===== config.mk =====
export PLATFORM = sky130hd
export DESIGN_NAME = ucode_core
export DESIGN_NICKNAME = d
export VERILOG_FILES = /design/src/common/ucode_pkg.sv /design/src/hdl/instr_decoder.sv /design/src/ucode/ucode_sequencer.sv /design/src/hdl/issue_stage.sv /design/src/hdl/reg_file.sv /design/src/hdl/exec_alu.sv /design/src/hdl/ucode_core.sv
export SDC_FILE = /design/constraint.sdc
export NUM_CORES = 1
export LEC_CHECK = 0
export ABC_CLOCK_PERIOD_IN_PS = 17600
export BUFFER_PORTS_ARGS = -buffer_cell sky130_fd_sc_hd__buf_4
export CORE_MARGIN = 4
export CORE_UTILIZATION = 29
export DETAILED_ROUTE_END_ITERATION = 10
export GPL_TIMING_DRIVEN = 0
export PLACE_DENSITY = 0.43
export SKIP_CTS_REPAIR_TIMING = 1
export SLEW_MARGIN = 20
export SYNTH_ARGS = -nofsm -noshare
export SYNTH_HDL_FRONTEND = slang
export SYNTH_SLANG_ARGS = --single-unit

===== constraint.sdc =====
create_clock -name clk -period 17.6 [get_ports clk]
set_clock_uncertainty 0.1 [all_clocks]
set_input_delay 2.64 -clock clk [delete_from_list [all_inputs] [get_ports clk]]
set_output_delay 2.64 -clock clk [all_outputs]
set_load 0.01 [all_outputs]

===== src/common/ucode_pkg.sv =====
/* Shared widths, instruction field layout, opcodes and the sequencer state type.
   Imported by every block of the execution slice and by the testbench. */
`default_nettype none

package ucode_pkg;

    // Widths
    localparam int INSTR_W    = 32;
    localparam int OPCODE_W   = 6;
    localparam int REG_ADDR_W = 4;
    localparam int DATA_W     = 16;
    localparam int IMM_W      = 16;
    localparam int NUM_REGS   = 16;  // Size of the register file

    typedef logic [INSTR_W-1:0]    instr_t;
    typedef logic [OPCODE_W-1:0]   opcode_t;
    typedef logic [REG_ADDR_W-1:0] reg_addr_t;
    typedef logic [DATA_W-1:0]     data_t;
    typedef logic [IMM_W-1:0]      imm_t;

    // Field positions inside an instruction word
    localparam int OP_LSB  = 26;  // Opcode in bits 31..26
    localparam int RD_LSB  = 22;  // rd in bits 25..22
    localparam int RS1_LSB = 18;  // rs1 in bits 21..18
    localparam int RS2_LSB = 14;  // rs2 in bits 17..14, register form only
                                  // imm sits in bits 15..0, immediate form only

    // Opcodes, anything else executes as NOP
    localparam opcode_t OP_NOP  = 6'h00;
    localparam opcode_t OP_MOVI = 6'h10;  // rd = imm
    localparam opcode_t OP_MOV  = 6'h11;  // rd = rs1
    localparam opcode_t OP_ADD  = 6'h31;  // rd = rs1 + rs2
    localparam opcode_t OP_SUB  = 6'h32;  // rd = rs1 - rs2
    localparam opcode_t OP_MUL  = 6'h33;  // rd = rs1 * imm, expanded by microcode

    // Scratch register owned by the microcode sequencer
    localparam reg_addr_t UCODE_SCRATCH = 4'd15;

    // Sequencer control states
    typedef enum logic [1:0] {
        SEQ_IDLE,   // Waiting for a MUL in the decoder
        SEQ_COPY,   // MOV R15, rs1
        SEQ_CLEAR,  // SUB rd, rd, rd
        SEQ_ADD     // ADD rd, rd, R15, once per count
    } seq_state_t;

endpackage

`default_nettype wire


===== src/hdl/instr_decoder.sv =====
/* One-entry input buffer for the instruction stream with valid/ready on both sides.
   The held word is split into fields for the issue stage and the sequencer. */
`timescale 1ns/1ps
`default_nettype none

module instr_decoder (
    input  wire                  clk,
    input  wire                  rst,
    input  wire                  in_valid,
    output logic                 in_ready,
    input  ucode_pkg::instr_t    in_instr,
    input  wire                  dec_ready,  // Plain instruction taken by issue
    input  wire                  mul_ack,    // MUL taken by the sequencer
    output logic                 dec_valid,
    output logic                 dec_is_mul,
    output ucode_pkg::opcode_t   dec_op,
    output ucode_pkg::reg_addr_t dec_rd,
    output ucode_pkg::reg_addr_t dec_rs1,
    output ucode_pkg::reg_addr_t dec_rs2,
    output ucode_pkg::imm_t      dec_imm
);
    import ucode_pkg::*;

    logic   held_valid;
    instr_t held_instr;
    logic   entry_free;  // Entry is consumed on this edge

    assign entry_free = dec_ready | mul_ack;
    assign in_ready   = ~held_valid | entry_free;  // Refill allowed on the freeing edge

    always_ff @(posedge clk or posedge rst) begin
        if (rst) begin
            held_valid <= 1'b0;
        end else if (in_ready) begin
            held_valid <= in_valid;  // Empty out or take the next word
        end
    end

    // Instruction word, only loaded on a transfer
    always_ff @(posedge clk) begin
        if (in_valid && in_ready) begin
            held_instr <= in_instr;
        end
    end

    // Field split
    assign dec_valid  = held_valid;
    assign dec_op     = held_instr[OP_LSB +: OPCODE_W];
    assign dec_rd     = held_instr[RD_LSB +: REG_ADDR_W];
    assign dec_rs1    = held_instr[RS1_LSB +: REG_ADDR_W];
    assign dec_rs2    = held_instr[RS2_LSB +: REG_ADDR_W];
    assign dec_imm    = held_instr[IMM_W-1:0];
    assign dec_is_mul = (dec_op == OP_MUL);  // Only MUL test in the design

endmodule

`default_nettype wire


===== src/ucode/ucode_sequencer.sv =====
/* Microcode sequencer that expands MUL rd, rs1, #imm into register micro-ops.
   Emits MOV R15,rs1 then SUB rd,rd,rd then imm times ADD rd,rd,R15, one per cycle. */
`timescale 1ns/1ps
`default_nettype none

module ucode_sequencer (
    input  wire                  clk,
    input  wire                  rst,
    input  wire                  dec_valid,
    input  wire                  dec_is_mul,
    input  ucode_pkg::reg_addr_t dec_rd,
    input  ucode_pkg::reg_addr_t dec_rs1,
    input  ucode_pkg::imm_t      dec_imm,
    output logic                 mul_ack,
    output logic                 seq_busy,
    output logic                 uop_valid,
    output ucode_pkg::opcode_t   uop_op,
    output ucode_pkg::reg_addr_t uop_rd,
    output ucode_pkg::reg_addr_t uop_rs1,
    output ucode_pkg::reg_addr_t uop_rs2
);
    import ucode_pkg::*;

    seq_state_t state;
    imm_t       add_cnt;   // ADDs still to issue
    reg_addr_t  mul_rd;    // Latched destination
    reg_addr_t  mul_rs1;   // Latched multiplicand register

    // Take a held MUL only when idle
    assign mul_ack  = (state == SEQ_IDLE) && dec_valid && dec_is_mul;
    assign seq_busy = (state != SEQ_IDLE);

    always_ff @(posedge clk or posedge rst) begin
        if (rst) begin
            state <= SEQ_IDLE;
        end else begin
            case (state)
                SEQ_IDLE: begin
                    if (mul_ack) begin
                        state <= SEQ_COPY;
                    end
                end
                SEQ_COPY:  state <= SEQ_CLEAR;
                SEQ_CLEAR: begin
                    // imm of 0 leaves rd cleared and ends here
                    state <= (add_cnt == '0) ? SEQ_IDLE : SEQ_ADD;
                end
                SEQ_ADD: begin
                    if (add_cnt == imm_t'(1)) begin  // Last ADD goes out this cycle
                        state <= SEQ_IDLE;
                    end
                end
                default:   state <= SEQ_IDLE;
            endcase
        end
    end

    // Down-counter, loaded with imm on acknowledge
    always_ff @(posedge clk or posedge rst) begin
        if (rst) begin
            add_cnt <= '0;
        end else if (mul_ack) begin
            add_cnt <= dec_imm;
        end else if (state == SEQ_ADD) begin
            add_cnt <= add_cnt - imm_t'(1);
        end
    end

    // Operand registers of the MUL being expanded
    always_ff @(posedge clk) begin
        if (mul_ack) begin
            mul_rd  <= dec_rd;
            mul_rs1 <= dec_rs1;
        end
    end

    // Micro-op for the current state
    always_comb begin
        uop_valid = 1'b0;
        uop_op    = OP_NOP;
        uop_rd    = '0;
        uop_rs1   = '0;
        uop_rs2   = '0;
        case (state)
            SEQ_COPY: begin
                uop_valid = 1'b1;
                uop_op    = OP_MOV;
                uop_rd    = UCODE_SCRATCH;
                uop_rs1   = mul_rs1;  // Saved before rd is touched, so rd == rs1 works
            end
            SEQ_CLEAR: begin
                uop_valid = 1'b1;
                uop_op    = OP_SUB;
                uop_rd    = mul_rd;
                uop_rs1   = mul_rd;
                uop_rs2   = mul_rd;
            end
            SEQ_ADD: begin
                uop_valid = 1'b1;
                uop_op    = OP_ADD;
                uop_rd    = mul_rd;
                uop_rs1   = mul_rd;
                uop_rs2   = UCODE_SCRATCH;
            end
            default: ;  // Idle, nothing to issue
        endcase
    end

endmodule

`default_nettype wire


===== src/hdl/issue_stage.sv =====
/* Issue register between decode and execute.
   Micro-ops win while the sequencer is busy, otherwise a plain decoded instruction goes. */
`timescale 1ns/1ps
`default_nettype none

module issue_stage (
    input  wire                  clk,
    input  wire                  rst,
    input  wire                  dec_valid,
    input  wire                  dec_is_mul,
    input  ucode_pkg::opcode_t   dec_op,
    input  ucode_pkg::reg_addr_t dec_rd,
    input  ucode_pkg::reg_addr_t dec_rs1,
    input  ucode_pkg::reg_addr_t dec_rs2,
    input  ucode_pkg::imm_t      dec_imm,
    output logic                 dec_ready,
    input  wire                  seq_busy,
    input  wire                  uop_valid,
    input  ucode_pkg::opcode_t   uop_op,
    input  ucode_pkg::reg_addr_t uop_rd,
    input  ucode_pkg::reg_addr_t uop_rs1,
    input  ucode_pkg::reg_addr_t uop_rs2,
    output logic                 iss_valid,
    output ucode_pkg::opcode_t   iss_op,
    output ucode_pkg::reg_addr_t iss_rd,
    output ucode_pkg::reg_addr_t iss_rs1,
    output ucode_pkg::reg_addr_t iss_rs2,
    output ucode_pkg::imm_t      iss_imm
);
    logic take_dec;  // Plain instruction is issued this cycle

    // MUL stays put for the sequencer, decoder waits while busy
    assign take_dec  = dec_valid & ~dec_is_mul & ~seq_busy;
    assign dec_ready = take_dec;

    always_ff @(posedge clk or posedge rst) begin
        if (rst) begin
            iss_valid <= 1'b0;
        end else begin
            iss_valid <= seq_busy ? uop_valid : take_dec;
        end
    end

    // Operation fields
    always_ff @(posedge clk) begin
        iss_op  <= seq_busy ? uop_op  : dec_op;
        iss_rd  <= seq_busy ? uop_rd  : dec_rd;
        iss_rs1 <= seq_busy ? uop_rs1 : dec_rs1;
        iss_rs2 <= seq_busy ? uop_rs2 : dec_rs2;
        iss_imm <= seq_busy ? '0      : dec_imm;  // Micro-ops are register form
    end

endmodule

`default_nettype wire


===== src/hdl/reg_file.sv =====
/* 16 x 16-bit register file, two combinational read ports and one write port.
   A write lands on the clock edge and is visible to reads in the next cycle. */
`timescale 1ns/1ps
`default_nettype none

module reg_file (
    input  wire                  clk,
    input  wire                  rst,
    input  ucode_pkg::reg_addr_t rd_addr_a,
    input  ucode_pkg::reg_addr_t rd_addr_b,
    output ucode_pkg::data_t     rd_data_a,
    output ucode_pkg::data_t     rd_data_b,
    input  wire                  wr_valid,
    input  ucode_pkg::reg_addr_t wr_reg,
    input  ucode_pkg::data_t     wr_data
);
    import ucode_pkg::*;

    data_t regs [NUM_REGS];

    // All registers start from zero
    always_ff @(posedge clk or posedge rst) begin
        if (rst) begin
            for (int i = 0; i < NUM_REGS; i++) begin
                regs[i] <= '0;
            end
        end else if (wr_valid) begin
            regs[wr_reg] <= wr_data;
        end
    end

    assign rd_data_a = regs[rd_addr_a];  // rs1 port
    assign rd_data_b = regs[rd_addr_b];  // rs2 port

endmodule

`default_nettype wire


===== src/hdl/exec_alu.sv =====
/* Execute stage, reads operands and produces the write-back for the issued operation.
   The write-back feeds the register file and the observation ports of the top. */
`timescale 1ns/1ps
`default_nettype none

module exec_alu (
    input  wire                  iss_valid,
    input  ucode_pkg::opcode_t   iss_op,
    input  ucode_pkg::reg_addr_t iss_rd,
    input  ucode_pkg::reg_addr_t iss_rs1,
    input  ucode_pkg::reg_addr_t iss_rs2,
    input  ucode_pkg::imm_t      iss_imm,
    output ucode_pkg::reg_addr_t rd_addr_a,
    output ucode_pkg::reg_addr_t rd_addr_b,
    input  ucode_pkg::data_t     rd_data_a,
    input  ucode_pkg::data_t     rd_data_b,
    output logic                 wr_valid,
    output ucode_pkg::reg_addr_t wr_reg,
    output ucode_pkg::data_t     wr_data
);
    import ucode_pkg::*;

    logic writes;  // Opcode produces a result

    assign rd_addr_a = iss_rs1;
    assign rd_addr_b = iss_rs2;
    assign wr_reg    = iss_rd;
    assign wr_valid  = iss_valid & writes;

    // Results wrap at 16 bits
    always_comb begin
        writes  = 1'b1;
        wr_data = '0;
        case (iss_op)
            OP_MOVI: wr_data = data_t'(iss_imm);
            OP_MOV:  wr_data = rd_data_a;
            OP_ADD:  wr_data = rd_data_a + rd_data_b;
            OP_SUB:  wr_data = rd_data_a - rd_data_b;
            OP_NOP:  writes  = 1'b0;
            default: writes  = 1'b0;  // Unknown opcodes, and a stray MUL, act as NOP
        endcase
    end

endmodule

`default_nettype wire


===== src/hdl/ucode_core.sv =====
/* Top of the execution slice, wiring decoder, sequencer, issue, register file and ALU.
   Instructions enter on valid/ready, every register write shows on the wr_* ports. */
`timescale 1ns/1ps
`default_nettype none

module ucode_core (
    input  wire                  clk,
    input  wire                  rst,
    input  wire                  in_valid,
    output logic                 in_ready,
    input  ucode_pkg::instr_t    in_instr,
    output logic                 wr_valid,
    output ucode_pkg::reg_addr_t wr_reg,
    output ucode_pkg::data_t     wr_data
);
    import ucode_pkg::*;

    // Decoder outputs
    logic      dec_valid, dec_is_mul, dec_ready;
    opcode_t   dec_op;
    reg_addr_t dec_rd, dec_rs1, dec_rs2;
    imm_t      dec_imm;

    // Sequencer outputs
    logic      mul_ack, seq_busy, uop_valid;
    opcode_t   uop_op;
    reg_addr_t uop_rd, uop_rs1, uop_rs2;

    // Issue register
    logic      iss_valid;
    opcode_t   iss_op;
    reg_addr_t iss_rd, iss_rs1, iss_rs2;
    imm_t      iss_imm;

    // Register file read ports
    reg_addr_t rd_addr_a, rd_addr_b;
    data_t     rd_data_a, rd_data_b;

    instr_decoder decoder_i (
        .clk, .rst, .in_valid, .in_ready, .in_instr,
        .dec_ready, .mul_ack, .dec_valid, .dec_is_mul,
        .dec_op, .dec_rd, .dec_rs1, .dec_rs2, .dec_imm
    );

    ucode_sequencer sequencer_i (
        .clk, .rst, .dec_valid, .dec_is_mul, .dec_rd, .dec_rs1, .dec_imm,
        .mul_ack, .seq_busy, .uop_valid, .uop_op, .uop_rd, .uop_rs1, .uop_rs2
    );

    issue_stage issue_i (
        .clk, .rst, .dec_valid, .dec_is_mul, .dec_op, .dec_rd, .dec_rs1,
        .dec_rs2, .dec_imm, .dec_ready, .seq_busy, .uop_valid, .uop_op,
        .uop_rd, .uop_rs1, .uop_rs2, .iss_valid, .iss_op, .iss_rd,
        .iss_rs1, .iss_rs2, .iss_imm
    );

    reg_file regs_i (
        .clk, .rst, .rd_addr_a, .rd_addr_b, .rd_data_a, .rd_data_b,
        .wr_valid, .wr_reg, .wr_data
    );

    // Write-back goes to the register file and out of the top
    exec_alu alu_i (
        .iss_valid, .iss_op, .iss_rd, .iss_rs1, .iss_rs2, .iss_imm,
        .rd_addr_a, .rd_addr_b, .rd_data_a, .rd_data_b,
        .wr_valid, .wr_reg, .wr_data
    );

endmodule

`default_nettype wire


==> Word-level counts from Yosys, hierarchy flattened <==
Cells that the tools add are included.
{ "totals": {"register_bits": 350, "in_bits": 35, "out_inout_bits": 22, "word_cells": 96} }
{ "op_classes": {"addsub": 3, "n_lt_le_gt_ge": 4, "eq_ne": 11, "mux": 27, "n_bitwise": 11, "reduce_logical": 12} }
{ "ops": {"columns": ["cell", "count"], "rows": [
  ["bitwise mux 256 bit", 1],
  ["binary-select mux 16 bit (select 4 bit)", 2],
  ["two-way mux 16 bit", 7],
  ["demux 16 bit (select 4 bit)", 1],
  ["one-hot mux 16 bit (4 select lines)", 1],
  ["one-hot mux 4 bit (2 select lines)", 3],
  ["== test 6 bit (second input constant)", 3],
  ["one-hot mux 6 bit (3 select lines)", 1],
  ["adder 16 bit", 1],
  ["== test 16 x 1 -> 1 bit (second input constant)", 1],
  ["logical NOT 16 bit", 1],
  ["subtractor 16 x 1 -> 16 bit (second input constant)", 1],
  ["subtractor 16 bit", 1],
  [">= comparator 5 bit (second input constant)", 3],
  ["NOT 4 -> 5 bit", 3],
  ["== test 6 x 5 -> 1 bit (second input constant)", 2],
  ["two-way mux 4 bit", 3],
  ["one-hot mux 2 bit (4 select lines)", 1],
  ["two-way mux 2 bit", 3],
  ["two-way mux 6 bit", 1],
  ["< comparator 5 x 1 -> 1 bit (second input constant)", 1],
  ["== test 2 bit (second input constant)", 2],
  ["logical AND 1 bit", 4],
  ["nonzero test 2 bit", 2],
  ["12 further kinds", 19]
]} }

==> Logic depth before layout (Yosys ltp) <==
{ "depth": {"depth_word": 7, "depth_mapped": 24, "mapped_depth_nobuf": 20} }

==> By module <==
A second synthesis with hierarchy kept.
{ "unflattened": {"hier_cells": 1319, "area_unflattened_um2": 18541.5} }
{ "modules_own_cells": {"columns": ["mod", "n_inst", "cells_each", "area_per_inst_um2", "seq_area_each_um2"], "rows": [
  ["reg_file", 1, 852, 13487.9, 6406.1],
  ["exec_alu", 1, 189, 1443.9, 0.0],
  ["ucode_sequencer", 1, 159, 1443.9, 690.7],
  ["issue_stage", 1, 76, 1118.6, 705.7],
  ["instr_decoder", 1, 43, 1047.3, 985.9]
]} }

==> Least setup slack after synthesis <==
OpenSTA, ideal clock, no wires.
{ "synth_path": {"path_type": "reg2out", "from": "register issue_i.iss_rs2[1]", "to": "output wr_data[11]", "arrival_time_ns": 4.693, "required_time_ns": 14.860, "setup_slack_ns": 10.167, "stages_incl_launch_ff": 23, "path_buffers": 4, "path_cell_list": "dfxtp_1 > buf_6 > buf_2 > buf_2 > mux4_2 > a22oi_1 > nand2_1 > inv_1 > ha_1 > nand2b_1 > or4_1 > or2_2 > o21ai_0 > xor2_1 > ha_1 > a21oi_1 > o22ai_1 > or3_1 > a21oi_1 > xnor2_1 > a21oi_1 > clkbuf_1 > inv_1"} }
{ "synth_via": {"elab_chain_cells": 6, "word_cells_on_any_way": 7, "cone_classes": "add/sub (2); mux (4); bitwise (1)"} }
{ "synth_rtl": {"columns": ["item", "line_no", "rtl"], "rows": [
  ["start, declared", "issue_stage.sv:27", "output ucode_pkg::reg_addr_t iss_rs2,"],
  ["start signal, assigned", "issue_stage.sv:49", "iss_rs2 <= seq_busy ? uop_rs2 : dec_rs2;"],
  ["NOT 4 -> 5 bit (implied by the code) (*)", "reg_file.sv:33", "assign rd_data_b = regs[rd_addr_b];"],
  ["binary-select mux 16 bit (select 4 bit) (*)", "reg_file.sv:33", null],
  ["two-way mux 16 bit (implied by the code) (*) (2 in a row)", "reg_file.sv:33", null],
  ["subtractor 16 bit / adder 16 bit (equally long branches)", "exec_alu.sv:38, exec_alu.sv:37", null],
  ["one-hot mux 16 bit (4 select lines) (*)", "exec_alu.sv:34", "case (iss_op)"],
  ["end, declared", "ucode_core.sv:14", "output ucode_pkg::data_t wr_data"]
]} }
Every way passes the cells marked *; elsewhere a longest branch is shown, timed or not. The select of a mux whose other input is x is not followed.

==> Worst setup path in the final report <==
{ "layout_path": {"from": "register issue_i.iss_rs1[1]", "to": "output wr_data[13]"} }
{ "layout_via": {"elab_chain_cells": 6, "word_cells_on_any_way": 7, "cone_classes": "add/sub (2); mux (4); bitwise (1)"} }
{ "layout_rtl": {"columns": ["item", "line_no", "rtl"], "rows": [
  ["start, declared", "issue_stage.sv:26", "output ucode_pkg::reg_addr_t iss_rs1,"],
  ["start signal, assigned", "issue_stage.sv:48", "iss_rs1 <= seq_busy ? uop_rs1 : dec_rs1;"],
  ["NOT 4 -> 5 bit (implied by the code) (*)", "reg_file.sv:32", "assign rd_data_a = regs[rd_addr_a];"],
  ["binary-select mux 16 bit (select 4 bit) (*)", "reg_file.sv:32", null],
  ["two-way mux 16 bit (implied by the code) (*) (2 in a row)", "reg_file.sv:32", null],
  ["subtractor 16 bit / adder 16 bit (equally long branches)", "exec_alu.sv:38, exec_alu.sv:37", null],
  ["one-hot mux 16 bit (4 select lines) (*)", "exec_alu.sv:34", null]
]} }
Marks and branches as above.

==> summary.md <==
The primary flip-flop cell chosen by synthesis mapping was sky130_fd_sc_hd__dfrtp_1. The worst setup path is launched from a register. At the pin with the least slew margin, the transition time is 1.15 ns.

The synthesized netlist cell count is 1,574. The tools report the die footprint as 64,900 um^2. The worst path meets setup with 7.02 ns of slack.

The run gives 2,495 as the number of cells in the finished layout apart from fillers. Headroom to the max-slew limit came out at 23.6%. Yosys mapped the design onto 59 distinct sky130hd cell types. For the site row count, the log shows 90.

The logs give 18.9% for the combined global-route utilization of all metal layers and 61,200 um for the final wirelength. In this run the power density over the cells is 215 nW/um^2. The net count after synthesis came out at 1,630. The final cycle utilization of the critical path came out at 60.1%. The antenna violation net count after detailed routing is 0, and the filler cell count in the final layout is 6,082. Static timing analysis puts the maximum clock frequency at 94.5 MHz. At the placement stage, the worst setup path has a slack of 7.71 ns. Counting along the longest clock path gives a buffer depth of 3. Setup repair after global routing left no endpoint under its margin. The first global-routing pass estimated 89,900 um of wire. Summing over every cut layer, the via total after detailed routing is 13,296. The logs give 43 for the total CTS buffers and 0 for the number of setup violations in the final report. The run gives 7.84 ns as the endpoint arrival time on the critical path. With fillers left out, the area of the finished cells amounts to 20,700 um^2. The logs give 0 for the total number of yosys warnings and 0 for the total count of hold-check failures in the final report. By startpoint and endpoint, the worst setup path is classified as register to output pin.

Summed over all failing endpoints, the final setup total negative slack is 0 ns. The flow ran to the end, and the final reports show no timing, DRC or antenna violations. The tools report the cell chosen for the clock root as sky130_fd_sc_hd__clkbuf_16.

The count of port buffers added during placement is 56. The run gives 49.8% as the share of the yosys chip area belonging to registers. TritonCTS built the clock tree. The post-CTS clock slew at the launch and capture registers of the worst setup and hold paths is 0.06 ns, and the initial cell density of the core is 29.3%. The first routing iteration left 1,148 violations. In this run the worst path has a maximum fanout of 10. After detailed routing, the average wire length per cell comes to 24.5 um. Counting every sink on the clock net gives 350.

The via count of the first global-routing pass was 13,449; the combined area of all synthesized cells was 17,700 um^2. The placed instances occupy a cell area of 19,200 um^2. The clock insertion delay at the later pin of the skew report is 0.58 ns.

The logs give 14.86 ns for the data required time at the worst endpoint and 8.46 nW for the leakage power figure. The post-layout minimum cycle time is 10.58 ns, and the number of enable flip-flop cells after synthesis is 40. In this run the vertical extent of the chip is 255 um. The proportion of register bits with asynchronous set or reset after synthesis was 78.9%; the maximum ir drop on the vdd rail was 0.104 mV. Summed over all layers, the global routing overflow is 0.

The number of antenna violations at the first check in global routing was 1; the area added between synthesis and finish was 17.5%. The nature of the critical path endpoint is an output pin. Pin placement for this block handled 57 I/O pins.

In the routed layout, each cell is associated on average with a via count of 5.33. Entering global routing, the biggest net connects 76 pins. The H-tree level count was 2; the HPWL reported at the end of detailed placement was 45,500 um. For the total of max-cap violations, the log shows 0.

The count of TritonRoute iterations in the first routing pass is 5. Mean post-synth cell area: 11.2 um^2. After floorplanning, the core was sized to cover 60,400 um^2. After detailed placement, the design holds a cell count of 2,416. The layout cell share with drive strength beyond 1 is 18.0%. After detailed routing, the number of remaining DRC violations is 0. The final weighted congestion in routability-driven placement is 0.826, and the flip-flop and latch count after synthesis is 350. The path class of the tightest hold or removal check is register to register. The horizontal die dimension is 255 um, and the post-layout net count is 1,735.

Number of max-slew violations in the final report: 0.
-- sequential cells by signal, summed over array words and instances, names as in the netlist --
name	count
decoder_i.dec_valid	1
decoder_i.held_instr	32
issue_i.iss_imm	16
issue_i.iss_op	6
issue_i.iss_rd	4
issue_i.iss_rs1	4
issue_i.iss_rs2	4
issue_i.iss_valid	1
regs_i.regs	256
sequencer_i.add_cnt	16
sequencer_i.mul_rd	4
sequencer_i.mul_rs1	4
sequencer_i.state	2
-- worst max-delay path, stage by stage, from the launching register on --
cell                       delay, ns
sky130_fd_sc_hd__dfxtp_1        0.30
sky130_fd_sc_hd__clkbuf_1       0.61
sky130_fd_sc_hd__buf_1          0.83
sky130_fd_sc_hd__clkbuf_1       0.76
sky130_fd_sc_hd__mux4_2         0.43
sky130_fd_sc_hd__mux4_2         0.55
sky130_fd_sc_hd__ha_1           0.29
sky130_fd_sc_hd__nor2b_1        0.14
sky130_fd_sc_hd__o31ai_1        0.75
sky130_fd_sc_hd__a211oi_1       0.28
sky130_fd_sc_hd__nor3_1         0.54
sky130_fd_sc_hd__nor2_1         0.12
sky130_fd_sc_hd__xor2_1         0.16
sky130_fd_sc_hd__a21oi_1        0.74
sky130_fd_sc_hd__clkbuf_1       0.51
sky130_fd_sc_hd__inv_1          0.08
sky130_fd_sc_hd__buf_4          0.16
-- synthesized netlist by cell type (5+ instances only) --
library cell                 n  area, um^2
sky130_fd_sc_hd__o211ai_1    8        60.1
sky130_fd_sc_hd__nor2b_1     5        31.3
sky130_fd_sc_hd__a22oi_1    26         195
sky130_fd_sc_hd__buf_2      20         100
sky130_fd_sc_hd__nor2_1    263         987
sky130_fd_sc_hd__and3_1      6        37.5
sky130_fd_sc_hd__mux4_1     11         289
sky130_fd_sc_hd__mux2i_1    31         310
sky130_fd_sc_hd__and2_1     22         138
sky130_fd_sc_hd__nor3_1     17        85.1
sky130_fd_sc_hd__nand2b_1    8        50.1
sky130_fd_sc_hd__dfrtp_1   276        6910
sky130_fd_sc_hd__clkbuf_1   76         285
sky130_fd_sc_hd__xor2_1      9        78.8
sky130_fd_sc_hd__nand3_1    12        60.1
sky130_fd_sc_hd__a21oi_1   226        1130
sky130_fd_sc_hd__o21ai_0    79         395
sky130_fd_sc_hd__xnor2_1    16         140
sky130_fd_sc_hd__buf_1      13        48.8
sky130_fd_sc_hd__edfxtp_1   40        1200
sky130_fd_sc_hd__inv_1      37         139
sky130_fd_sc_hd__nand2_1   110         413
sky130_fd_sc_hd__ha_1       20         250
sky130_fd_sc_hd__or3_1      10        62.6
sky130_fd_sc_hd__dfxtp_1    34         681
sky130_fd_sc_hd__mux4_2    134        3020
-- power by group --
group	internal [mW]	switching (mW)
clock network	0.612	0.371
registers	1.13	0.240
logic	0.830	1.28
total	2.57	1.89
-- metal layers --
metal	share of wire (%)	track usage (%)	up-vias
met5	0	0	-
met4	3.3	6.05	0
met3	4.3	2.46	109
met2	48	31.0	366
met1	44	26.1	6881
li1	-	-	5940
-- metrics by stage --
stage,hold WS (ns),util [%],power (mW)
6_report,0.356,34.4,4.46
2_1_floorplan,0.315,-,2.67
5_1_grt,0.362,34.4,4.74
4_1_cts,0.356,34.4,4.51
3_5_place_dp,0.336,31.8,3.51
3_3_place_gp,0.340,31.6,3.47
-- final timing paths --
| check | start | end | slack [ns] | cells past startpoint |
|---|---|---|---|---|
| worst max-delay path | issue_i.iss_rs1[1] | wr_data[13] | 7.02 | 16 |
| worst min-delay path | decoder_i.held_instr[24] | sequencer_i.mul_rd[2] | 0.36 | 0 |
| worst max register to register | issue_i.iss_rs1[1] | regs_i.regs[13] | 10.17 | 15 |
| worst min register to register | decoder_i.held_instr[24] | sequencer_i.mul_rd[2] | 0.36 | 0 |
| max in group asynchronous | rst | regs_i.regs[168] | 14.26 | 4 |
| min in group asynchronous | rst | regs_i.regs[224] | 2.01 | 2 |
-- placed cells by master, fill, tap and decap left out, drive strengths merged, types with 5 or more instances in the layout --
master and count:
a21oi 226, a22oi 26, and2 22, and3 6, buf 98, bufinv 8, clkbuf 133, clkinv 12
dfrtp 276, dfxtp 34, edfxtp 40, ha 20, inv 38, mux2i 31, mux4 145, nand2 110
nand2b 8, nand3 12, nor2 263, nor2b 5, nor3 19, o211ai 8, o21ai 79, or3 10
xnor2 16, xor2 9
-- cell type report --
type | count | area (um^2) | share of cell area [%]
Multi-Input combinational cell | 1071 | 8240 | 39.7
Inverter | 37 | 146 | 0.706
Buffer | 116 | 502 | 2.42
Clock inverter | 23 | 337 | 1.62
Timing Repair Buffer | 60 | 523 | 2.52
Antenna cell | 1 | 2.50 | 0.0121
Sequential cell | 350 | 8790 | 42.4
Clock buffer | 55 | 1230 | 5.94
Tap cell | 782 | 978 | 4.72
-- kinds of logic (layout without fill, tap and decap cells) --
group / Yosys count / in the layout / synth area share, %
DFF: 350 / 350 / 49.8
buffers and inverters: 153 / 291 / 3.61
and+or+nand+nor: 473 / 473 / 11.5
other: 0 / 1 / 0
muxes: 176 / 176 / 20.5
AOI/OAI and AO/OA: 376 / 376 / 11.9
adders and majority gates: 21 / 21 / 1.53
xor gates and xnor gates: 25 / 25 / 1.24
Note: power is estimated with default switching activity, not from simulation.
